===== config.mk =====
export PLATFORM = sky130hd
export DESIGN_NAME = bus_arbiter
export DESIGN_NICKNAME = d
export VERILOG_FILES = /design/src/hw/snowbro2_macros.svh /design/src/hw/snowbro2_pkg.sv /design/src/hw/bus_arbiter.sv
export SDC_FILE = /design/constraint.sdc
export NUM_CORES = 1
export LEC_CHECK = 0
export ABC_AREA = 1
export BUFFER_PORTS_ARGS = -buffer_cell sky130_fd_sc_hd__buf_2
export CORE_MARGIN = 4
export CORE_UTILIZATION = 25
export CTS_BUF_LIST = sky130_fd_sc_hd__clkbuf_2
export DETAILED_ROUTE_END_ITERATION = 8
export GPL_TIMING_DRIVEN = 0
export HOLD_SLACK_MARGIN = 0.1
export PLACE_DENSITY = 0.83
export SETUP_SLACK_MARGIN = 0.3
export SYNTH_ARGS = -nofsm -noshare
export SYNTH_HDL_FRONTEND = slang
export SYNTH_SLANG_ARGS = --single-unit

===== constraint.sdc =====
create_clock -name clk96 -period 1 [get_ports clk96]
set_input_delay 0.05 -clock clk96 [delete_from_list [all_inputs] [get_ports clk96]]
set_output_delay 0.05 -clock clk96 [all_outputs]
set_load 0.01 [all_outputs]

===== src/hw/snowbro2_macros.svh =====
`ifndef SNOWBRO2_MACROS_SVH
`define SNOWBRO2_MACROS_SVH

// main cpu memory map, byte addresses
`define ROM_TOP      24'h07FFFF
`define RAM_BASE_HI  8'h10
`define GCU_BASE_HI  4'h3
`define PAL_BASE_HI  4'h4
`define IO_BASE_HI   12'h700

// io page offsets
`define IO_JMPR      12'h000
`define IO_DSWA      12'h004
`define IO_DSWB      12'h008
`define IO_IN1       12'h00C
`define IO_IN2       12'h010
`define IO_SYS       12'h01C

// gp9001 register offsets
`define GCU_PTR      4'h0
`define GCU_RAM_H    4'h4
`define GCU_RAM_L    4'h6
`define GCU_SEL      4'h8
`define GCU_REG      4'hC

`define RAM_AW       15   // 64kB work ram, in words
`define PAL_AW       11   // 4kB palette, in words
`define CEN_DIV      6    // 96 MHz down to 16 MHz

`endif


===== src/hw/snowbro2_pkg.sv =====
`default_nettype none

package snowbro2_pkg;

    // one 68k-style bus request, strobes active low
    typedef struct packed {
        logic        as_n;
        logic        rw;       // 1 = read
        logic        uds_n;
        logic        lds_n;
        logic [23:1] addr;     // word address
        logic [15:0] wdata;
    } bus_req_t;

    // registered region selects, at most one high
    typedef struct packed {
        logic rom;
        logic ram;
        logic pal;
        logic gcu;
        logic io;
    } region_sel_t;

    typedef struct packed {
        logic select_reg;
        logic write_reg;
        logic write_ram;
        logic read_ram_h;
        logic read_ram_l;
        logic set_ram_ptr;
    } gcu_op_t;

    // cabinet inputs, joysticks and buttons active high
    typedef struct packed {
        logic [9:0] joy1;
        logic [9:0] joy2;
        logic [1:0] start;
        logic [1:0] coin;
        logic       service;
        logic       test;
        logic [7:0] dipsw_a;
        logic [7:0] dipsw_b;
        logic [7:0] dipsw_c;
    } cab_in_t;

endpackage

`default_nettype wire


===== src/hw/bus_arbiter.sv =====
`default_nettype none
`timescale 1ns/10ps

module bus_arbiter import snowbro2_pkg::*; (
    input  wire logic     clk96,
    input  wire logic     reset96,
    input  wire logic     cen16b,
    input  wire bus_req_t cpu_req,
    input  wire bus_req_t ext_req,
    input  wire logic     br,        // external master wants the bus
    input  wire logic     dtack_n,
    output logic          bus_ack,
    output bus_req_t      gnt_req
);

    logic owner_idle;

    // owner has released AS and its DTACK is retired
    assign owner_idle = gnt_req.as_n & dtack_n;

    // grant follows br, but only between cycles of the current owner
    always_ff @(posedge clk96 or posedge reset96) begin
        if (reset96) begin
            bus_ack <= 1'b0;
        end else if (cen16b && owner_idle) begin
            bus_ack <= br;
        end
    end

    // owner's request onto the shared bus
    assign gnt_req = bus_ack ? ext_req : cpu_req;

    // a hand-over never cuts into a running cycle
    a_ack_between_cycles: assert property (
        @(posedge clk96) disable iff (reset96)
        $changed(bus_ack) |-> $past(gnt_req.as_n)
    );

endmodule

`default_nettype wire


==> results of run 1 <==
[routing by layer]
layer / global-route usage (%) / vias to the layer above / routed length (um)
met2: 34.3 / 65 / 1960
li1: - / 720 / -
met4: 0.647 / 0 / 12
met1: 17.5 / 565 / 1240
met5: 0 / - / 0
met3: 2.85 / 2 / 341
[stage by stage]
step	TNS [ns]	hold WS [ns]	worst slack [ns]
final	-0.673	0.314	-0.0403
after global routing	-2.62	0.325	-0.0828
after CTS	-0.688	0.301	-0.0308
after detailed placement	-1.45	-0.108	-0.0567
after global placement	-0.538	-0.111	-0.0378
after floorplan	0	-0.221	0.0235
[path summary, 6_finish.rpt]
path / from / to / slack (ns) / depth (start not counted)
hold / removal: br / bus_ack / 0.31 / 3
min in group asynchronous: reset96 / bus_ack / 0.44 / 3
max in group asynchronous: reset96 / bus_ack / 0.46 / 3
setup reg to reg: bus_ack / bus_ack / -0.03 / 6
setup / recovery: bus_ack / gnt_req[12] / -0.04 / 6
hold reg to reg: bus_ack / bus_ack / 0.84 / 4
[cells in the mapped netlist]
cell type / n
nand3_1: 1
inv_1: 2
dfrtp_1: 1
clkbuf_4: 2
nand2_1: 131
nand2_4: 2
buf_6: 5
buf_2: 2
inv_6: 1
[logic make-up (layout without fill, tap and decap cells)]
kind of cell / after synthesis / after routing / share of synthesized area (%)
AND/OR/NAND/NOR: 134 / 134 / 80.9
buffers and inverters: 12 / 155 / 15.2
flip-flops: 1 / 1 / 3.90
[worst max-delay path, stage by stage (launching register included)]
cell     delay [ns]
dfrtp_1        0.36
buf_2          0.20
inv_6          0.06
buf_4          0.15
nand2_1        0.05
nand2_1        0.04
buf_2          0.13
[what timing repair did]
item | in CTS | in global routing
setup endpoints to repair | 44 | 44
resized for setup | 27 | 17
endpoints found under the hold margin | 1 | 0
gates cloned | 0 | 4
hold buffers | 1 | 0
buffers inserted | 3 | 1
pin swaps | 1 | 0
[power breakdown]
group          switching (mW)  internal, mW  total, mW
clock network               0             0          0
logic                    2.04          2.05       4.08
registers              0.0190        0.0610     0.0800
[area by class of cell]
type,instances,area (um^2)
Timing Repair inverter,1,8.76
Inverter,3,23.8
Fill cell,229,718
Multi-Input combinational cell,134,649
Timing Repair Buffer,142,895
Sequential cell,1,25.0
Tap cell,30,37.5
Buffer,9,97.6
==> flow_summary.toml, run 1 <==
[status]
status = "complete, but fails checks"
violations = "negative setup slack"

[placement]
dp.cells = 311
dp_hpwl_um = 2600
place_area_mm2 = 0.00144
routabilityCongestion = 0.685
place.port_buffers = 134

[finish]
nNetsFinal = 383
layout_commonest_cell = "buf_2"
final_cells = 320
largest_reg_flops = 1
final_cell_area_mm2 = 0.00174
utilization_pct = 70.7
syn2layout_area_growth_pct = 171
diodes = 0
regMostFlops = "bus_ack"
layout-drive-gt1-share_pct = 67.6
final_cell_mix = "111 x buf_2, 89 x nand2_1, 37 x nand2_2"
largestRegisters = "bus_ack (1)"

[floorplanning]
coreArea_mm2 = 0.00245
die_x_um = 58.7
rows = 18
initial_core_util_pct = 26.1
die_h_um = 58.7
dieArea_mm2 = 0.00344
pin_count = 135

[setup_path]
crit_fanout = 5
crit_arrival_ns = 0.99
cp.required_ns = 0.95
setup.worst_path.start_class = "flip-flop"
endpoint_kind = "output pin"
crit_type = "flip-flop to output pin"

[synth]
netlist.area_leader.share_pct = 76.6
avgSynthCellArea_um2 = 4.37
yosysUniqueCellTypes = 9
synth_seq_cells = 1
synth_area_um2 = 642
yosysTopAreaCell = "nand2_1"
synth_cells = 147
ys_warn_count = 0
ys_seq_area_share_pct = 3.90
syn_nets = 238
synth_area_leaders = "nand2_1 77%, buf_6 8.8%, dfrtp_1 3.9%"

[detailed_routing]
drt-wirelength-per-cell_um = 11.1
drc = 0
postRouteAntennaNets = 0
vias_per_cell = 4.23
dr_total_vias = 1352
drt_iter0_drc = 64
drt_wl_total_um = 3550
dr.pass1.iters = 4

[run]
drv_cap = 0

[min_path]
min_path_type = "input port to flip-flop"

[timing]
fmax_mhz = 961
skew_ns = 0
fin_crit_ns = 1.04
rsz0062_at_grt = "true"
setup_slack_ns = -0.0403
finalCritPeriodShare_pct = 104
relSlewSlack_pct = 91.0
hold_viol = 0
drv_slew = 0
setup_viol_count_final = 35
worst_pin_slew_ns = 0.134

[global_routing]
gr-total-overflow = 0
antenna_found_initial = 0
grt_pass1_vias = 1195
grt_pass1_wl_um = 4710
grt_usage_pct = 16.4
grt_max_degree = 11

[clock_tree]
clkSlewWorstSetupHoldPaths_ns = 0
insertion_delay_ns = 0

[power_and_ir_drop]
power.density_mw_per_mm2 = 2400
power_mw = 4.16
power.leakage_nw = 1.13
ir_drop_uv = 1630
No activity file was read; power rests on OpenSTA's default activity.
==> run 2: changes to the inputs <==
--- a/config.mk
+++ b/config.mk
@@ -7,7 +7,7 @@
 export LEC_CHECK = 0
 export ABC_AREA = 1
 export BUFFER_PORTS_ARGS = -buffer_cell sky130_fd_sc_hd__buf_2
-export CORE_MARGIN = 4
+export CORE_MARGIN = 3
 export CORE_UTILIZATION = 25
 export CTS_BUF_LIST = sky130_fd_sc_hd__clkbuf_2
 export DETAILED_ROUTE_END_ITERATION = 8
==> constraint.sdc (replaced) <==
create_clock -name clk96 -period 1 [get_ports clk96]
set_input_delay 0.05 -clock clk96 [delete_from_list [all_inputs] [get_ports clk96]]
set_output_delay 0.05 -clock clk96 [all_outputs]
set_load 0.05 [all_outputs]
==> run 2 against run 1 <==
  * Synthesized cell count did not move
  * Synthesized area unchanged
  * The flow now stops in global routing
==> flow_summary.toml, run 2 <==
[synth]
synth_cells = 147
synth_most_common_cell = "nand2_1"
synth_seq_cells = 1
synth_area_um2 = 642
synth_edf_count = 0
avgSynthCellArea_um2 = 4.37
ys_dominant_reg_cell = "dfrtp_1"
netlist.area_leader.share_pct = 76.6
yosysTopAreaCell = "nand2_1"
ys_async_sr_fraction_pct = 100
syn_nets = 238
ys_warn_count = 0
ys_seq_area_share_pct = 3.90
synthTopCellsByCount = "131 x nand2_1, 5 x buf_6"
synth_area_leaders = "nand2_1 77%, buf_6 8.8%, dfrtp_1 3.9%"
yosysUniqueCellTypes = 9

[floorplanning]
pin_count = 135
die_x_um = 56.7
initial_core_util_pct = 27.7
rows = 17
die_h_um = 56.7

[status]
status = "stopped before the end"
error = "[ERROR DPL-0038] Utilization greater than 100%, impossible to legalize"
failed_stage = "global routing"

[placement]
place_area_mm2 = 0.00168
dp.cells = 309
routabilityCongestion = 0.711
place.port_buffers = 134
dp_hpwl_um = 2700

[global_routing]
grt_max_degree = 11

[timing]
grt-worst-endpoint = "bus_ack$_DFFE_PP0P_/D"
worst-ep-kind = "sequential cell input"
[run 2: cell counts after synthesis]
No cell type changed its count.
[run 2: cells by family after synthesis]
| family | share of synthesized area [%] |
|---|---|
| DFF | 3.90 |
| and+or+nand+nor | 80.9 |
| buffers and inverters | 15.2 |
[run 2: per-stage QoR]
step,hold slack [ns],utilization (%),setup slack (ns),setup TNS (ns)
after floorplan,-0.221,-,-0.187,-6.74
after global placement,-0.117,72.4,-0.205,-8.02
after detailed placement,-0.110,72.4,-0.221,-8.27
after CTS,0.307,94.4,-0.101,-3.59
[run 2: what timing repair did]
item                                   4_1_cts
buffers inserted                             2
gates resized for setup                    143
hold buffers                                 1
endpoints found under the hold margin        1
cloned                                       4
setup endpoints to repair                   44
==> run 3: changes to the inputs <==
--- a/config.mk
+++ b/config.mk
@@ -7,14 +7,11 @@
 export LEC_CHECK = 0
 export ABC_AREA = 1
 export BUFFER_PORTS_ARGS = -buffer_cell sky130_fd_sc_hd__buf_2
-export CORE_MARGIN = 3
-export CORE_UTILIZATION = 25
-export CTS_BUF_LIST = sky130_fd_sc_hd__clkbuf_2
+export CORE_AREA = 3 3 64 66
 export DETAILED_ROUTE_END_ITERATION = 8
+export DIE_AREA = 0 0 67 69
 export GPL_TIMING_DRIVEN = 0
-export HOLD_SLACK_MARGIN = 0.1
-export PLACE_DENSITY = 0.83
-export SETUP_SLACK_MARGIN = 0.3
+export PLACE_DENSITY_LB_ADDON = 0.15
 export SYNTH_ARGS = -nofsm -noshare
 export SYNTH_HDL_FRONTEND = slang
 export SYNTH_SLANG_ARGS = --single-unit
==> run 3 against run 2 <==
  * The flow now finishes, with violations (negative setup slack)
==> flow_summary.toml, run 3 (synthesis results as in run 1) <==
[status]
status = "complete, but fails checks"
violations = "negative setup slack"

[detailed_routing]
drt_wl_total_um = 4150
drt-wirelength-per-cell_um = 12.3
vias_per_cell = 4.21
dr.pass1.iters = 2
drc = 0
drt_iter0_drc = 24
dr_total_vias = 1420
postRouteAntennaNets = 0

[placement]
place_area_mm2 = 0.00170
dp.cells = 329
place.port_buffers = 134
routabilityCongestion = 0.781
dp_hpwl_um = 2940
pre_cts_ws_ns = -0.244

[floorplanning]
coreArea_mm2 = 0.00363
dieArea_mm2 = 0.00462
rows = 22
initial_core_util_pct = 17.7
pin_count = 135
die_x_um = 67
die_h_um = 69

[clock_tree]
clkSlewWorstSetupHoldPaths_ns = 0
insertion_delay_ns = 0

[min_path]
hold_path.startpoint = "br"
hold_path_depth = 3
hold_end = "bus_ack"
min_path_type = "input port to flip-flop"

[setup_path]
cp_slowest_stage_delay_ns = 0.40
rr_startpoint = "bus_ack"
r2r_end = "bus_ack"
setup.worst_path.start_class = "flip-flop"
crit_fanout = 9
reg2reg_slack_ns = -0.04
reg2regPathDepth = 6
cp_slowest_cell = "dfrtp_2"
cp.required_ns = 0.95
path_cells = "buf_12 > clkinv_8 > clkbuf_16 > nand2_1 > nand2_4 > buf_8"
endpoint_kind = "output pin"
crit_arrival_ns = 1.07
crit_type = "flip-flop to output pin"

[global_routing]
gr-total-overflow = 0
grt_max_degree = 11
grt_pass1_vias = 1506
antenna_found_initial = 0
grt_pass1_wl_um = 6430
grt_usage_pct = 16.8

[finish]
final_cells = 337
final_cell_area_mm2 = 0.00238
layout-drive-gt1-share_pct = 83.4
largest_reg_flops = 1
regMostFlops = "bus_ack"
syn2layout_area_growth_pct = 270
final_cell_mix = "91 x buf_2, 44 x nand2_4, 44 x nand2_1, 44 x nand2_2, 43 x buf_8"
nNetsFinal = 382
utilization_pct = 65.4
layout_commonest_cell = "buf_2"
diodes = 0
largestRegisters = "bus_ack (1)"

[timing]
fin_crit_ns = 1.12
skew_ns = 0
setup_viol_count_final = 44
fmax_mhz = 896
rsz0062_at_grt = "true"
fin_hold_ws_ns = 0.293
worst_pin_slew_ns = 0.256
relSlewSlack_pct = 83.1
finalCritPeriodShare_pct = 112
hold_viol = 0
fin_setup_tns_ns = -3.59
setup_slack_ns = -0.116
drv_slew = 0

[power_and_ir_drop]
power.density_mw_per_mm2 = 3630
power_mw = 8.63
power.leakage_nw = 1.30
ir_drop_uv = 1960

[run]
drv_cap = 0
-- run 3: layout make-up --
cell class                 instances  area (um^2)
multi-input combinational        134          961
timing repair inverter             1         6.26
timing repair buffer             141         1190
tap                               48         60.1
inverter                           3         23.8
sequential                         1         26.3
buffer                             9          109
fill                             334         1260
-- run 3: how the worst max path moves through the flow --
stage / start / endpoint / slack [ns] / cells after the start
4_1_cts: bus_ack / gnt_req[34] / -0.12 / 6
6_report: bus_ack / gnt_req[13] / -0.12 / 6
3_3_place_gp: bus_ack / gnt_req[29] / -0.23 / 6
2_1_floorplan: bus_ack / bus_ack / -0.19 / 7
5_1_grt: bus_ack / gnt_req[41] / -0.15 / 5
3_5_place_dp: bus_ack / gnt_req[14] / -0.24 / 6
-- run 3: layer usage --
layer	wire length, um	up-vias	track usage [%]	part of all wire, %
met5	0	-	0	0
met4	54	0	2.25	1.3
met3	368	6	2.77	8.9
met2	2470	71	34.9	59
met1	1260	622	16.7	30
li1	-	721	-	-
-- run 3: where the power goes --
| group | total [mW] | switching (mW) | internal (mW) |
|---|---|---|---|
| clock | 0 | 0 | 0 |
| combinational | 8.55 | 5.07 | 3.48 |
| sequential | 0.0849 | 0.0199 | 0.0650 |
-- run 3: what timing repair did --
action	CTS	global route
pin swaps	0	0
resized for setup	149	35
setup endpoints to repair	44	44
hold endpoints to repair	1	0
buffers inserted	2	0
hold buffers	1	0
gates cloned	3	2
-- run 3: worst max-delay path: cells and delay by family, from the launching register on --
| kind | cells | cell delay [ns] |
|---|---|---|
| buffers and inverters | 4 | 0.51 |
| DFF | 1 | 0.40 |
| and+or+nand+nor | 2 | 0.16 |
==> run 4: changes to the inputs <==
--- a/config.mk
+++ b/config.mk
@@ -7,9 +7,10 @@
 export LEC_CHECK = 0
 export ABC_AREA = 1
 export BUFFER_PORTS_ARGS = -buffer_cell sky130_fd_sc_hd__buf_2
-export CORE_AREA = 3 3 64 66
+export CORE_AREA = 2 2 63 65
+export CTS_BUF_LIST = sky130_fd_sc_hd__clkbuf_4 sky130_fd_sc_hd__clkbuf_8
 export DETAILED_ROUTE_END_ITERATION = 8
-export DIE_AREA = 0 0 67 69
+export DIE_AREA = 0 0 65 67
 export GPL_TIMING_DRIVEN = 0
 export PLACE_DENSITY_LB_ADDON = 0.15
 export SYNTH_ARGS = -nofsm -noshare
==> run 4 against run 3 <==
  * The flow still finishes with violations (negative setup slack)
  * Highest routed layer unchanged
  * Register-to-register slack improved by 0.02 ns
  * Die area shrank 5.8%
  * Sequential share of layout area is essentially flat
  * First-iteration DRC count is 17% lower
  * Routed wire length decreased by 4.7%
  * Core utilization rose by 0.43 points
  * Via count fell by 1.6%
  * Final area down 0.11%
  * Maximum frequency shrank 0.29%
  * Cell count shrank 0.59%
==> flow_summary.toml, run 4 (synthesis results as in run 1) <==
[status]
status = "complete, but fails checks"
violations = "negative setup slack"

[finish]
largest_reg_flops = 1
syn2layout_area_growth_pct = 270
final_cell_mix = "91 x buf_2, 53 x nand2_2, 44 x buf_8"
regMostFlops = "bus_ack"
diodes = 0
nNetsFinal = 380
largestRegisters = "bus_ack (1)"
layout-drive-gt1-share_pct = 86.1
layout_commonest_cell = "buf_2"

[setup_path]
reg2reg_slack_ns = -0.02
cp_slowest_cell = "dfrtp_2"
r2r_end = "bus_ack"
crit_type = "flip-flop to output pin"
critPathTopFamily = "buffers and inverters"
rr_startpoint = "bus_ack"
crit_fanout = 10
endpoint_kind = "output pin"
crit_arrival_ns = 1.07
cp.required_ns = 0.95
cp_slowest_stage_delay_ns = 0.40
path_cells = "buf_12 > clkinv_8 > clkbuf_16 > nand2_1 > nand2_4 > buf_8"
setup.worst_path.start_class = "flip-flop"
critPathBufInv = 4
reg2regPathDepth = 7

[floorplanning]
pin_count = 135
dieArea_mm2 = 0.00436
rows = 22
die_x_um = 65
coreArea_mm2 = 0.00361
die_h_um = 67
initial_core_util_pct = 17.8

[timing]
finalCritPeriodShare_pct = 112
setup_viol_count_final = 41
fin_hold_ws_ns = 0.291
rsz0062_at_grt = "true"
hold_viol = 0
setup_slack_ns = -0.119
skew_ns = 0
fin_setup_tns_ns = -3.57
worst_pin_slew_ns = 0.254
drv_slew = 0
fin_crit_ns = 1.12
relSlewSlack_pct = 83.2
fmax_mhz = 894

[detailed_routing]
drt_iter0_drc = 20
dr.pass1.iters = 4
vias_per_cell = 4.17
drt_wl_total_um = 3950
drc = 0
dr_total_vias = 1397
postRouteAntennaNets = 0
drt-wirelength-per-cell_um = 11.8

[placement]
place.port_buffers = 134
pre_cts_ws_ns = -0.227
routabilityCongestion = 0.729
dp_hpwl_um = 2710

[global_routing]
grt_pass1_wl_um = 5830
grt_max_degree = 11
gr-total-overflow = 0
antenna_found_initial = 0
grt_pass1_vias = 1402
grt_usage_pct = 16.4

[run]
drv_cap = 0

[power_and_ir_drop]
power_switching_mw = 5.08
power.density_mw_per_mm2 = 3610
p_comb_share_pct = 99.0
power_frac_clock_pct = 0
power_mw = 8.58
p_int_mw = 3.50
power.leakage_nw = 1.29
p_seq_share_pct = 1.0
ir_drop_uv = 1960
p_sw_share_pct = 59.2

[clock_tree]
insertion_delay_ns = 0
clkSlewWorstSetupHoldPaths_ns = 0

[min_path]
min_path_type = "input port to flip-flop"
hold_path_depth = 3
hold_path.startpoint = "br"
hold_end = "bus_ack"
==> run 4: cell count changes in the layout (fill, tap and decap cells not counted) <==
cell / change
buf_4: -1
buf_6: -1
nand2_2: +9
clkbuf_8: -1
buf_8: +1
nand2_4: -1
nand2_1: -8
==> run 4: tightest hold or removal path, stage by stage <==
cell and delay (ns):
buf_2 0.08, nand3_1 0.06, nand2_1 0.06
==> run 4: how the worst max path moves through the flow <==
stage                 start           to  slack (ns)  depth (start not counted)
global placement    bus_ack   gnt_req[6]       -0.23                          6
CTS                 bus_ack  gnt_req[41]       -0.11                          6
finish              bus_ack  gnt_req[38]       -0.12                          6
global route        bus_ack  gnt_req[38]       -0.16                          6
floorplan           bus_ack      bus_ack       -0.19                          7
detailed placement  bus_ack  gnt_req[36]       -0.23                          6
==> run 4: final cells by class <==
cell class | instances | area [um^2]
flip-flops and latches | 1 | 26.3
inverters | 3 | 23.8
fillers | 327 | 1230
plain buffers | 9 | 103
well taps | 48 | 60.1
multi-input cells | 134 | 976
repair inverters | 1 | 6.26
repair buffers | 139 | 1180
==> run 4: metal layers <==
| metal | vias up | global-route usage [%] | routed length, um |
|---|---|---|---|
| li1 | 715 | - | - |
| met1 | 600 | 15.8 | 1310 |
| met2 | 80 | 34.7 | 2230 |
| met3 | 2 | 4.56 | 403 |
| met4 | 0 | 1.60 | 12 |
| met5 | - | 0 | 0 |
==> run 4: power by group through the flow <==
stage,clock network (mW),logic (mW),registers (mW)
after floorplan,0,4.85,0.148
after global placement,0,5.99,0.0758
after detailed placement,0,6.01,0.0763
after CTS,0,7.94,0.0804
after global routing,0,8.86,0.0884
final,0,8.50,0.0836
==> run 4: what timing repair did <==
action / CTS / global route
setup endpoints to repair: 43 / 44
setup buffers: 0 / 0
gates resized for setup: 144 / 48
hold endpoints to repair: 1 / 0
hold buffers: 1 / 0
gates cloned: 3 / 2
==> run 4: stage by stage <==
stage	util (%)	area (um^2)	std cells
3_3_place_gp	47.2	1700	329
5_1_grt	65.9	2370	335
3_5_place_dp	47.2	1700	329
4_1_cts	60.9	2200	333
6_report	65.9	2370	335
2_1_floorplan	-	972	147
