## config.mk

```make
export PLATFORM = sky130hd
export DESIGN_NAME = gcu_cmd
export DESIGN_NICKNAME = d
export VERILOG_FILES = /design/src/hw/snowbro2_pkg.sv /design/src/hw/gcu_cmd.sv
export VERILOG_INCLUDE_DIRS = /design/src /design/src/hw
export SDC_FILE = /design/constraint.sdc
export NUM_CORES = 1
export LEC_CHECK = 0
export BUFFER_PORTS_ARGS = -buffer_cell sky130_fd_sc_hd__buf_2
export CORE_AREA = 2 2 39 41
export CTS_CLUSTER_SIZE = 8
export DETAILED_ROUTE_END_ITERATION = 8
export DIE_AREA = 0 0 41 43
export PLACE_DENSITY = 0.79
export SLEW_MARGIN = 20
export SYNTH_ARGS = -nofsm -noshare
export SYNTH_HDL_FRONTEND = slang
export SYNTH_SLANG_ARGS = --single-unit
```

## constraint.sdc

```tcl
create_clock -name clk96 -period 0.9 [get_ports clk96]
set_input_delay 0.09 -clock clk96 [delete_from_list [all_inputs] [get_ports clk96]]
set_output_delay 0.09 -clock clk96 [all_outputs]
set_load 0.05 [all_outputs]
```

## src/hw/snowbro2_macros.svh

```systemverilog
`ifndef SNOWBRO2_MACROS_SVH
`define SNOWBRO2_MACROS_SVH

// main cpu memory map, byte addresses
`define ROM_TOP      24'h07FFFF
`define RAM_BASE_HI  8'h10
`define GCU_BASE_HI  4'h3
`define PAL_BASE_HI  4'h4
`define IO_BASE_HI   12'h700

// io page offsets
`define IO_JMPR      12'h000
`define IO_DSWA      12'h004
`define IO_DSWB      12'h008
`define IO_IN1       12'h00C
`define IO_IN2       12'h010
`define IO_SYS       12'h01C

// gp9001 register offsets
`define GCU_PTR      4'h0
`define GCU_RAM_H    4'h4
`define GCU_RAM_L    4'h6
`define GCU_SEL      4'h8
`define GCU_REG      4'hC

`define RAM_AW       15   // 64kB work ram, in words
`define PAL_AW       11   // 4kB palette, in words
`define CEN_DIV      6    // 96 MHz down to 16 MHz

`endif

```

## src/hw/snowbro2_pkg.sv

```systemverilog
`default_nettype none

package snowbro2_pkg;

    // one 68k-style bus request, strobes active low
    typedef struct packed {
        logic        as_n;
        logic        rw;       // 1 = read
        logic        uds_n;
        logic        lds_n;
        logic [23:1] addr;     // word address
        logic [15:0] wdata;
    } bus_req_t;

    // registered region selects, at most one high
    typedef struct packed {
        logic rom;
        logic ram;
        logic pal;
        logic gcu;
        logic io;
    } region_sel_t;

    typedef struct packed {
        logic select_reg;
        logic write_reg;
        logic write_ram;
        logic read_ram_h;
        logic read_ram_l;
        logic set_ram_ptr;
    } gcu_op_t;

    // cabinet inputs, joysticks and buttons active high
    typedef struct packed {
        logic [9:0] joy1;
        logic [9:0] joy2;
        logic [1:0] start;
        logic [1:0] coin;
        logic       service;
        logic       test;
        logic [7:0] dipsw_a;
        logic [7:0] dipsw_b;
        logic [7:0] dipsw_c;
    } cab_in_t;

endpackage

`default_nettype wire

```

## src/hw/gcu_cmd.sv

```systemverilog
`default_nettype none
`timescale 1ns/10ps

`include "snowbro2_macros.svh"

module gcu_cmd import snowbro2_pkg::*; (
    input  wire logic     clk96,
    input  wire logic     reset96,
    input  wire bus_req_t gnt_req,
    input  wire logic     sel_gcu,
    input  wire logic     gp9001_ack,
    output gcu_op_t       gcu_op
);

    logic [3:0] gcu_off;

    assign gcu_off = {gnt_req.addr[3:1], 1'b0};    // byte offset in the gp9001 window

    // strobes are set for the whole access and dropped once the chip acks
    always_ff @(posedge clk96 or posedge reset96) begin
        if (reset96) begin
            gcu_op <= '0;
        end else if (sel_gcu) begin
            if (gnt_req.rw) begin
                case (gcu_off)
                    `GCU_RAM_H: gcu_op.read_ram_h <= 1'b1;
                    `GCU_RAM_L: gcu_op.read_ram_l <= 1'b1;
                    default: ;
                endcase
            end else begin
                case (gcu_off)
                    `GCU_PTR:   gcu_op.set_ram_ptr <= 1'b1;
                    `GCU_RAM_H,
                    `GCU_RAM_L: gcu_op.write_ram   <= 1'b1;   // either half
                    `GCU_SEL:   gcu_op.select_reg  <= 1'b1;
                    `GCU_REG:   gcu_op.write_reg   <= 1'b1;
                    default: ;
                endcase
            end
        end else if (gp9001_ack) begin
            gcu_op <= '0;
        end
    end

    // only one operation starts per access, no second strobe joins later
    a_single_op: assert property (
        @(posedge clk96) disable iff (reset96)
        $past(sel_gcu) && $past(sel_gcu, 2) |-> $stable(gcu_op)
    );

endmodule

`default_nettype wire

```

==> results.md, run 1 <==
* RSZ-0062 raised after global routing: true
* Prevailing post-synth register cell: dfrtp_1
* Synth area leaders: dfrtp_1 56%, o2bb2ai_1 16%, nor4_2 4.7%
* Slew Viols, Final at 0
* Synth top cells by count: 6 x dfrtp_1, 5 x o2bb2ai_1, 3 x inv_1
* Max Freq at 1.11 GHz
* I/O pin count at 53
* Largest net degree at the start of global routing at 7
* Class of the worst hold path: input port to register
* Ys Warns at 0
* Die W at 41 um
* Final #Nets at 87
* CP top delay family: flip-flops
* Starting Density at 19.4%
* Syn_area_per_cell at 12.8 um^2
* CP max-delay cell: dfrtp_2
* Cells along the critical path: buf_6
* Port Buffers at 13
* Final Cycle Share at 99.7%
* Worst-Skew Late Latency at 250 ps
* Vias at 233
* Critical Path AT at 810 ps
* Total Wirelength at 626 um
* Core box area at 0.00138 mm^2
* CTS clk-pin slew, worst paths at 50 ps
* FFs w/ async S/R, synth at 100%
* Setup slack after layout at 2.65 ps
* Status: completed
* Top Registers: gcu_op (6)
* Layout cell share with drive strength beyond 1 at 48.7%
* Via-per-instance ratio at 4.24
* Antenna diodes at 0
* # DRC at 0
* WS Path Type: register to output pin
* CP max FO at 3
* Crit. path cell count at 1
* Setup violations, final at 0
* H-tree levels at 1
* Most common cell in the synthesized netlist: dfrtp_1
* Peak VDD IR at 0.000584 V
* Iter 0 DRT Violations at 3
* Largest register FFs at 6
* Slew Limit Headroom at 84.8%
* Hold Path Stages at 2
* Leak Pwr at 0.205 nW
* Mapped Nets at 68
* WL met1 at 281 um
* Post-synth EDFFs at 0
* Critical path's largest stage delay at 410 ps
* Pwr/cell area at 1770 mW/mm^2
* Drt first pass iters at 4
* Yosys top cell area share at 55.8%
* Initial antenna violation count at 0
* Post-route ant nets at 0
* Register area share after synthesis at 55.8%
* CP endpoint kind: output pin
* Filler-free cell count of the finished design at 55
* Clock sink total at 6
* Worst R2R Path Depth at 2
* Met3 wire len at 81 um
* WP data required at 810 ps
* Mapped Cells at 21
* Minimum clock period after layout at 897 ps
* Grt total ovfl at 0
* Clk_skew at 0 ps
* Crit path launch type: register
* Area Growth Syn to Fin at 59.5%
* Largest area contributor in the netlist: dfrtp_1
* Biggest register: gcu_op
* CTS Buffer Depth at 2
* Gpl congestion at 0.628
* Crit path buf inv count at 1
* Synth unique cells at 10
* Root buffer cell: clkbuf_4
* # rows at 14
* Post-synthesis register bit count at 6
* Final hold vios at 0
* Tot GR Track Use at 9.02%
* Die height at 43 um
* Slew @ Worst Pin at 228 ps
* Max Cap Violations at 0
* Final core occ at 31.0%
* Vias in the first global route at 221
* Mapped Area at 269 um^2
* Num CTS Buffers at 3
* First-pass GRT wire length at 986 um
* Met2 wire len at 263 um
* Setup TNS at 0 ps
* Die area at 0.00176 mm^2
* Dpl cells at 50
* CTS tree: yes
* Place WS at 111 ps
* DR top layer: met3
* WL/cell at 11.4 um
through the flow:
step                      area (um^2)  hold slack (ps)  power, mW
after floorplan                   270             -119      0.406
after global placement            355             1.07      0.458
after detailed placement          355             12.3      0.460
after CTS                         425             61.3      0.765
after global routing              429             62.0      0.810
final                             429             65.8      0.759
routing by layer:
metal / global-route usage (%) / vias up
li1: - / 115
met1: 11.6 / 106
met2: 10.3 / 12
met3: 4.71 / 0
met4: 8.00 / 0
met5: 0 / -
logic make-up (layout without fill, tap and decap cells):
group / after synthesis / after routing / share of synthesized area [%]
compound gates: 6 / 6 / 19.5
buf+inv: 3 / 21 / 4.19
flops: 6 / 6 / 55.8
simple gates: 6 / 6 / 20.5
where the power goes:
part / total, mW / switching (mW) / internal [mW]
Sequential: 0.304 / 0.0142 / 0.290
Clock: 0.272 / 0.104 / 0.168
Combinational: 0.182 / 0.111 / 0.0715
Total: 0.759 / 0.229 / 0.530
layout by cell type (no fill, tap or decap):
cell           synthesis  routed
clkbuf_1               0       1
o2bb2ai_1              5       5
nand4b_1               1       1
nand3b_1               1       1
nand4bb_1              1       1
nor2b_1                1       1
buf_6                  0       6
dfrtp_2                0       1
inv_1                  3       3
buf_2                  0       7
dfrtp_1                6       5
nand2b_2               1       1
clkbuf_4               0       3
nor4_2                 1       1
dlygate4sd3_1          0       1
o22a_1                 1       1
final cells by class:
| class | count | area, um^2 |
|---|---|---|
| Timing Repair Buffer | 14 | 113 |
| Tap cell | 16 | 20.0 |
| Fill cell | 146 | 955 |
| Clock buffer | 4 | 26.3 |
| Multi-Input combinational cell | 12 | 108 |
| Sequential cell | 6 | 151 |
| Inverter | 3 | 11.3 |
repair_timing:
action,in CTS,in global routing
hold buffers,1,0
pin swaps,0,0
gates resized for setup,11,1
setup endpoints to repair,6,5
hold endpoints to repair,6,0
buffers inserted,0,0
worst paths after layout:
kind | slack (ps) | from | to
min reg2reg | 520 | gcu_op[3] | gcu_op[3]
max reg2reg | 100 | gcu_op[0] | gcu_op[0]
min | 70 | gnt_req[41] | gcu_op[3]
max | 3 | gcu_op[0] | gcu_op[0]
min in group asynchronous | 300 | reset96 | gcu_op[3]
max in group asynchronous | 400 | reset96 | gcu_op[0]
Power figures use the tool's default switching activity.
==> run 2: changes to the inputs <==
--- a/config.mk
+++ b/config.mk
@@ -6,12 +6,13 @@
 export SDC_FILE = /design/constraint.sdc
 export NUM_CORES = 1
 export LEC_CHECK = 0
+export ABC_AREA = 1
 export BUFFER_PORTS_ARGS = -buffer_cell sky130_fd_sc_hd__buf_2
 export CORE_AREA = 2 2 39 41
 export CTS_CLUSTER_SIZE = 8
 export DETAILED_ROUTE_END_ITERATION = 8
 export DIE_AREA = 0 0 41 43
-export PLACE_DENSITY = 0.79
+export PLACE_DENSITY = 0.86
 export SLEW_MARGIN = 20
 export SYNTH_ARGS = -nofsm -noshare
 export SYNTH_HDL_FRONTEND = slang
==> run 2 against run 1 <==
Net effect: clock-buffer cell count down 1; non-clock buffer count unchanged; final area grew 18%.
==> results.md, run 2 <==
* # rows at 14 (unchanged)
* CP max-delay cell: dfrtp_2 (unchanged)
* Tot GR Track Use at 12.0% (was 9.02%)
* Top Registers: gcu_op (6) (unchanged)
* Largest area contributor in the netlist: dfrtp_1 (unchanged)
* Clock sink total at 6 (unchanged)
* Setup violations, final at 0 (unchanged)
* FFs w/ async S/R, synth at 100% (unchanged)
* CP max FO at 2 (was 3)
* Commonest non-fill, non-tap cells in the layout: 7 x nand2_1, 7 x buf_2, 6 x buf_6 (was 7 x buf_2, 6 x buf_6, 5 x o2bb2ai_1, 5 x dfrtp_1)
* Slew Limit Headroom at 83.3% (was 84.8%)
* Post-synth EDFFs at 0 (unchanged)
* WS Path Type: register to output pin (unchanged)
* Die height at 43 um (unchanged)
* Post-route ant nets at 0 (unchanged)
* Filler-free cell count of the finished design at 74 (was 55)
* Area Growth Syn to Fin at 40.8% (was 59.5%)
* Most common cell in the synthesized netlist: nand2_1 (was dfrtp_1)
* # DRC at 0 (unchanged)
* First-pass GRT wire length at 1300 um (was 986 um)
* Hpwl dp at 673 um
* Antenna diodes at 0 (unchanged)
* Crit path buf inv count at 1 (unchanged)
* Grt total ovfl at 0 (unchanged)
* Slew @ Worst Pin at 251 ps (was 228 ps)
* Post-CTS Setup Bufs at 0 (unchanged)
* Syn_area_per_cell at 8.55 um^2 (was 12.8 um^2)
* Prevailing post-synth register cell: dfrtp_1 (unchanged)
* Via-per-instance ratio at 4.32 (was 4.24)
* Core box area at 0.00138 mm^2 (unchanged)
* Final #Nets at 107 (was 87)
* WP data required at 810 ps (about the same)
* Layout cell share with drive strength beyond 1 at 50.0% (was 48.7%)
* Post-synthesis register bit count at 6 (unchanged)
* Hold slack at 137 ps (was 65.8 ps)
* H-tree levels at 1 (unchanged)
* Flop pwr share at 38.1% (was 40.1%)
* Largest net degree at the start of global routing at 10 (was 7)
* Biggest register: gcu_op (unchanged)
* CP endpoint kind: output pin (unchanged)
* RSZ-0062 raised after global routing: true (unchanged)
* Mapped Area at 359 um^2 (was 269 um^2)
* Place WS at 93.1 ps (was 111 ps)
* Port Buffers at 13 (unchanged)
* Clk_skew at 0 ps (unchanged)
* Dpl cells at 70 (was 50)
* CTS Buffer Depth at 2 (unchanged)
* Vias in the first global route at 327 (was 221)
* Slew Viols, Final at 0 (unchanged)
* WL/cell at 10.7 um (was 11.4 um)
* Max Cap Violations at 0 (unchanged)
* Sw frac at 34.7% (was 30.2%)
* Vias at 320 (was 233)
* Worst-Skew Late Latency at 240 ps (was 250 ps)
* Synth area leaders: dfrtp_1 42%, nand2_1 7.3%, nand3_1 5.6% (was dfrtp_1 56%, o2bb2ai_1 16%, nor4_2 4.7%)
* Total Wirelength at 792 um (was 626 um)
* Cells along the critical path: buf_6 (unchanged)
* CP top delay family: flip-flops (unchanged)
* Class of the worst hold path: input port to register (unchanged)
* Status: completed (unchanged)
* Mapped Cells at 42 (was 21)
* Peak VDD IR at 0.000489 V (was 0.000584 V)
* Yosys top cell area share at 41.8% (was 55.8%)
* Final Cycle Share at 98.5% (was 99.7%)
* Leak Pwr at 0.260 nW (was 0.205 nW)
* Starting Density at 25.9% (was 19.4%)
* Iter 0 DRT Violations at 0 (was 3)
* Critical Path AT at 800 ps (was 810 ps)
* I/O pin count at 53 (unchanged)
* Setup slack after layout at 13.3 ps (was 2.65 ps)
* Drt first pass iters at 1 (was 4)
* Gate power share at 32.2% (was 24.0%)
* Gpl congestion at 0.804 (was 0.628)
* CTS tree: yes (unchanged)
* Die area at 0.00176 mm^2 (unchanged)
* Max Freq at 1.13 GHz (was 1.11 GHz)
* CTS clk-pin slew, worst paths at 50 ps (about the same)
* Ys Warns at 0 (unchanged)
* Crit path launch type: register (unchanged)
* Largest register FFs at 6 (unchanged)
* Mapped Nets at 89 (was 68)
* Pwr/cell area at 1640 mW/mm^2 (was 1770 mW/mm^2)
* Root buffer cell: clkbuf_4 (unchanged)
* Clock power frac at 29.7% (was 35.9%)
* Final hold vios at 0 (unchanged)
* Register area share after synthesis at 41.8% (was 55.8%)
* Die W at 41 um (unchanged)
* Net Sw Power at 0.288 mW (was 0.229 mW)
* Synth top cells by count: 7 x nand2_1, 6 x dfrtp_1, 5 x inv_1 (was 6 x dfrtp_1, 5 x o2bb2ai_1, 3 x inv_1)
* Int Power at 0.542 mW (was 0.530 mW)
* Initial antenna violation count at 0 (unchanged)
* Minimum clock period after layout at 887 ps (was 897 ps)
* Critical path's largest stage delay at 400 ps (was 410 ps)
* Num CTS Buffers at 3 (unchanged)
* Synth unique cells at 17 (was 10)
* Final core occ at 36.5% (was 31.0%)
## run 2: cell count changes in the layout (fill, tap and decap cells not counted), moves of 3 or more
cell       change
inv_2          +3
nand2_1        +7
o21ai_1        +4
o2bb2ai_1      -5
nand3_1        +4
## run 2: logic make-up (layout without fill, tap and decap cells)
family / after synthesis / in the layout / synth area share [%]
AO/OA/AOI/OAI: 8 / 8 / 17.4
buffers and inverters: 9 / 25 / 11.5
flip-flops: 6 / 6 / 41.8
AND/OR/NAND/NOR: 19 / 19 / 29.3
## run 2: layout make-up
class                           count  area, um^2
Sequential cell                     6         153
Tap cell                           16        20.0
Multi-Input combinational cell     27         168
Timing Repair Buffer               14         113
Fill cell                         146         878
Clock buffer                        3        22.5
Inverter                            8        30.0
## run 2: routing by layer
metal / vias up / global-route usage (%) / share of wire [%]
li1: 168 / - / -
met1: 141 / 12.1 / 40
met2: 11 / 16.9 / 53
met3: 0 / 8.38 / 7.2
met4: 0 / 8.00 / 0
met5: - / 0 / 0
## run 2: worst paths after layout
check,from,endpoint,slack [ps],cells after the start
worst min register to register,gcu_op[2],gcu_op[2],500,2
worst max register to register,gcu_op[5],gcu_op[5],200,2
min in group asynchronous,reset96,gcu_op[1],310,3
max in group asynchronous,reset96,gcu_op[4],370,3
worst min-delay path,gnt_req[16],gcu_op[4],140,4
worst max-delay path,gcu_op[5],gcu_op[5],10,1
## run 2: power by group through the flow
| stage | Clock [mW] | Combinational (mW) | Sequential, mW |
|---|---|---|---|
| floorplan | 0 | 0.0871 | 0.405 |
| global placement | 0 | 0.230 | 0.313 |
| detailed placement | 0 | 0.236 | 0.315 |
| CTS | 0.261 | 0.271 | 0.317 |
| global route | 0.286 | 0.289 | 0.319 |
| finish | 0.246 | 0.268 | 0.316 |
## run 2: worst register-to-register path, stage by stage (launching register included)
cell	delay, ps
dfrtp_2	400
o21ai_1	90
o31ai_2	80
## run 2: timing repair
action	in CTS	in global routing
setup endpoints to repair	6	5
hold buffers	1	0
resized for setup	12	0
endpoints found under the hold margin	6	0
## run 2: stage by stage
step	cell area [um^2]	TNS, ps	total power [mW]
after global placement	435	0	0.543
final	505	0	0.831
after floorplan	362	0	0.492
after CTS	505	-3.16	0.849
after detailed placement	435	0	0.551
after global routing	505	-108	0.894
==> run 3: changes to the inputs <==
--- a/config.mk
+++ b/config.mk
@@ -7,12 +7,13 @@
 export NUM_CORES = 1
 export LEC_CHECK = 0
 export ABC_AREA = 1
-export BUFFER_PORTS_ARGS = -buffer_cell sky130_fd_sc_hd__buf_2
+export BUFFER_PORTS_ARGS = -buffer_cell sky130_fd_sc_hd__buf_4
 export CORE_AREA = 2 2 39 41
 export CTS_CLUSTER_SIZE = 8
 export DETAILED_ROUTE_END_ITERATION = 8
 export DIE_AREA = 0 0 41 43
 export PLACE_DENSITY = 0.86
+export SETUP_SLACK_MARGIN = 0.4
 export SLEW_MARGIN = 20
 export SYNTH_ARGS = -nofsm -noshare
 export SYNTH_HDL_FRONTEND = slang
==> run 3 against run 2 <==
Net effect: clock skew stayed put; sequential power is 2% higher; register-to-register slack worse by 180 ps; final cell count is 6.8% higher; critical endpoint is now gcu_op[4]; non-clock buffer count is 5 higher; the flow now finishes with violations (negative hold slack, negative setup slack); largest power group is now combinational logic; global-route usage is 0.88 points higher; core utilization is 6.3 points higher; largest cell class is now non-clock buffers; critical path depth stayed put.
==> results.md, run 3 (synthesis results as in run 2) <==
* Drt first pass iters at 4 (was 1)
* CTS Buffer Depth at 2 (unchanged)
* # DRC at 0 (unchanged)
* Final Cycle Share at 101% (was 98.5%)
* Num CTS Buffers at 3 (unchanged)
* Peak VDD IR at 0.000470 V (was 0.000489 V)
* Largest net degree at the start of global routing at 10 (unchanged)
* Tot GR Track Use at 12.9% (was 12.0%)
* Area Growth Syn to Fin at 65.2% (was 40.8%)
* Crit path buf inv count at 1 (unchanged)
* First-pass GRT wire length at 1460 um (was 1300 um)
* Port Buffers at 13 (unchanged)
* Max Freq at 1.10 GHz (was 1.13 GHz)
* Vias at 354 (was 320)
* Final #Nets at 112 (was 107)
* Final instance area at 593 um^2 (was 505 um^2)
* Final hold vios at 6 (was 0)
* Most common cell after layout, fill and taps aside: buf_4
* DP Area at 480 um^2 (was 435 um^2)
* # rows at 14 (unchanged)
* Layout cell share with drive strength beyond 1 at 66.7% (was 50.0%)
* Failing checks: negative hold slack, negative setup slack
* Starting Density at 25.9% (unchanged)
* Setup violations, final at 2 (was 0)
* Biggest register: gcu_op (unchanged)
* Class of the worst hold path: input port to async pin (was input port to register)
* Die area at 0.00176 mm^2 (unchanged)
* Slew Viols, Final at 0 (unchanged)
* Root buffer cell: clkbuf_4 (unchanged)
* Via-per-instance ratio at 4.48 (was 4.32)
* RSZ-0062 raised after global routing: true (unchanged)
* Die W at 41 um (unchanged)
* Clk_skew at 0 ps (unchanged)
* Iter 0 DRT Violations at 5 (was 0)
* Pwr/cell area at 1540 mW/mm^2 (was 1640 mW/mm^2)
* H-tree levels at 1 (unchanged)
* CTS clk-pin slew, worst paths at 50 ps (about the same)
* Minimum clock period after layout at 908 ps (was 887 ps)
* Hpwl dp at 608 um (was 673 um)
* CP max FO at 2 (unchanged)
* Top Registers: gcu_op (6) (unchanged)
* CTS tree: yes (unchanged)
* Max Cap Violations at 0 (unchanged)
* Core box area at 0.00138 mm^2 (unchanged)
* WL/cell at 10.3 um (was 10.7 um)
* Post-route ant nets at 0 (unchanged)
* Status: complete, but fails checks (was completed)
* Largest register FFs at 6 (unchanged)
* Total Wirelength at 811 um (was 792 um)
* Critical path's largest stage delay at 420 ps (was 400 ps)
* CP max-delay cell: dfrtp_2 (unchanged)
* Clock sink total at 6 (unchanged)
* WP data required at 810 ps (about the same)
* Gpl congestion at 0.825 (was 0.804)
* Leak Pwr at 0.295 nW (was 0.260 nW)
* Worst-Skew Late Latency at 250 ps (was 240 ps)
* Commonest non-fill, non-tap cells in the layout: 10 x buf_4, 7 x nand2_1, 6 x dfrtp_2, 6 x buf_6 (was 7 x nand2_1, 7 x buf_2, 6 x buf_6)
* Crit path launch type: register (unchanged)
* I/O pin count at 53 (unchanged)
* Setup slack after layout at -7.67 ps (was 13.3 ps)
* Slew @ Worst Pin at 246 ps (was 251 ps)
* Initial antenna violation count at 0 (unchanged)
* Vias in the first global route at 368 (was 327)
* WS Path Type: register to output pin (unchanged)
* Die height at 43 um (unchanged)
* Hold slack at -235 ps (was 137 ps)
* Antenna diodes at 0 (unchanged)
* CP top delay family: flip-flops (unchanged)
* Cells along the critical path: buf_8 (was buf_6)
* Critical Path AT at 820 ps (was 800 ps)
* Slew Limit Headroom at 83.6% (was 83.3%)
* Grt total ovfl at 0 (unchanged)
* CP endpoint kind: output pin (unchanged)
## run 3: through the flow
stage	utilization [%]	worst slack [ps]	cells	TNS, ps	total power, mW
4_1_cts	41.0	-5.28	77	-13.5	0.906
6_report	42.9	-7.67	79	-8.35	0.912
3_5_place_dp	34.7	80.7	70	0	0.582
2_1_floorplan	-	116	42	0	0.501
5_1_grt	42.9	-33.3	79	-164	0.973
3_3_place_gp	34.7	116	70	0	0.576
## run 3: report_power, final
part,internal (mW),total [mW],switching (mW)
sequential,0.301,0.321,0.0204
combinational,0.148,0.333,0.185
clock,0.151,0.258,0.106
total,0.600,0.912,0.312
## run 3: area by class of cell
type,count,area (um^2)
tap,16,20.0
fill,144,791
multi-input combinational,27,175
clock buffer,3,22.5
sequential,6,158
inverter,8,30.0
timing repair buffer,19,188
## run 3: layer usage
| layer | track usage (%) | vias to the layer above | routed length, um |
|---|---|---|---|
| met2 | 17.8 | 15 | 402 |
| met4 | 11.3 | 0 | 12 |
| li1 | - | 176 | - |
| met5 | 0 | - | 0 |
| met3 | 4.71 | 2 | 49 |
| met1 | 14.6 | 161 | 346 |
## run 3: worst paths after layout
check	startpoint	end	slack, ps	cells after the start
max reg2reg	gcu_op[5]	gcu_op[5]	20	4
min reg2reg	gcu_op[2]	gcu_op[2]	490	2
min	reset96	gcu_op[5]	-230	2
min in group clk96	gnt_req[16]	gcu_op[4]	110	4
max	gcu_op[4]	gcu_op[4]	-8	1
max in group asynchronous	reset96	gcu_op[2]	920	2
## run 3: timing repair
item,4_1_cts,5_1_grt
resized for setup,9,3
endpoints found under the setup margin,12,12
buffers inserted,4,2
pin swaps,0,0
endpoints found under the hold margin,6,6
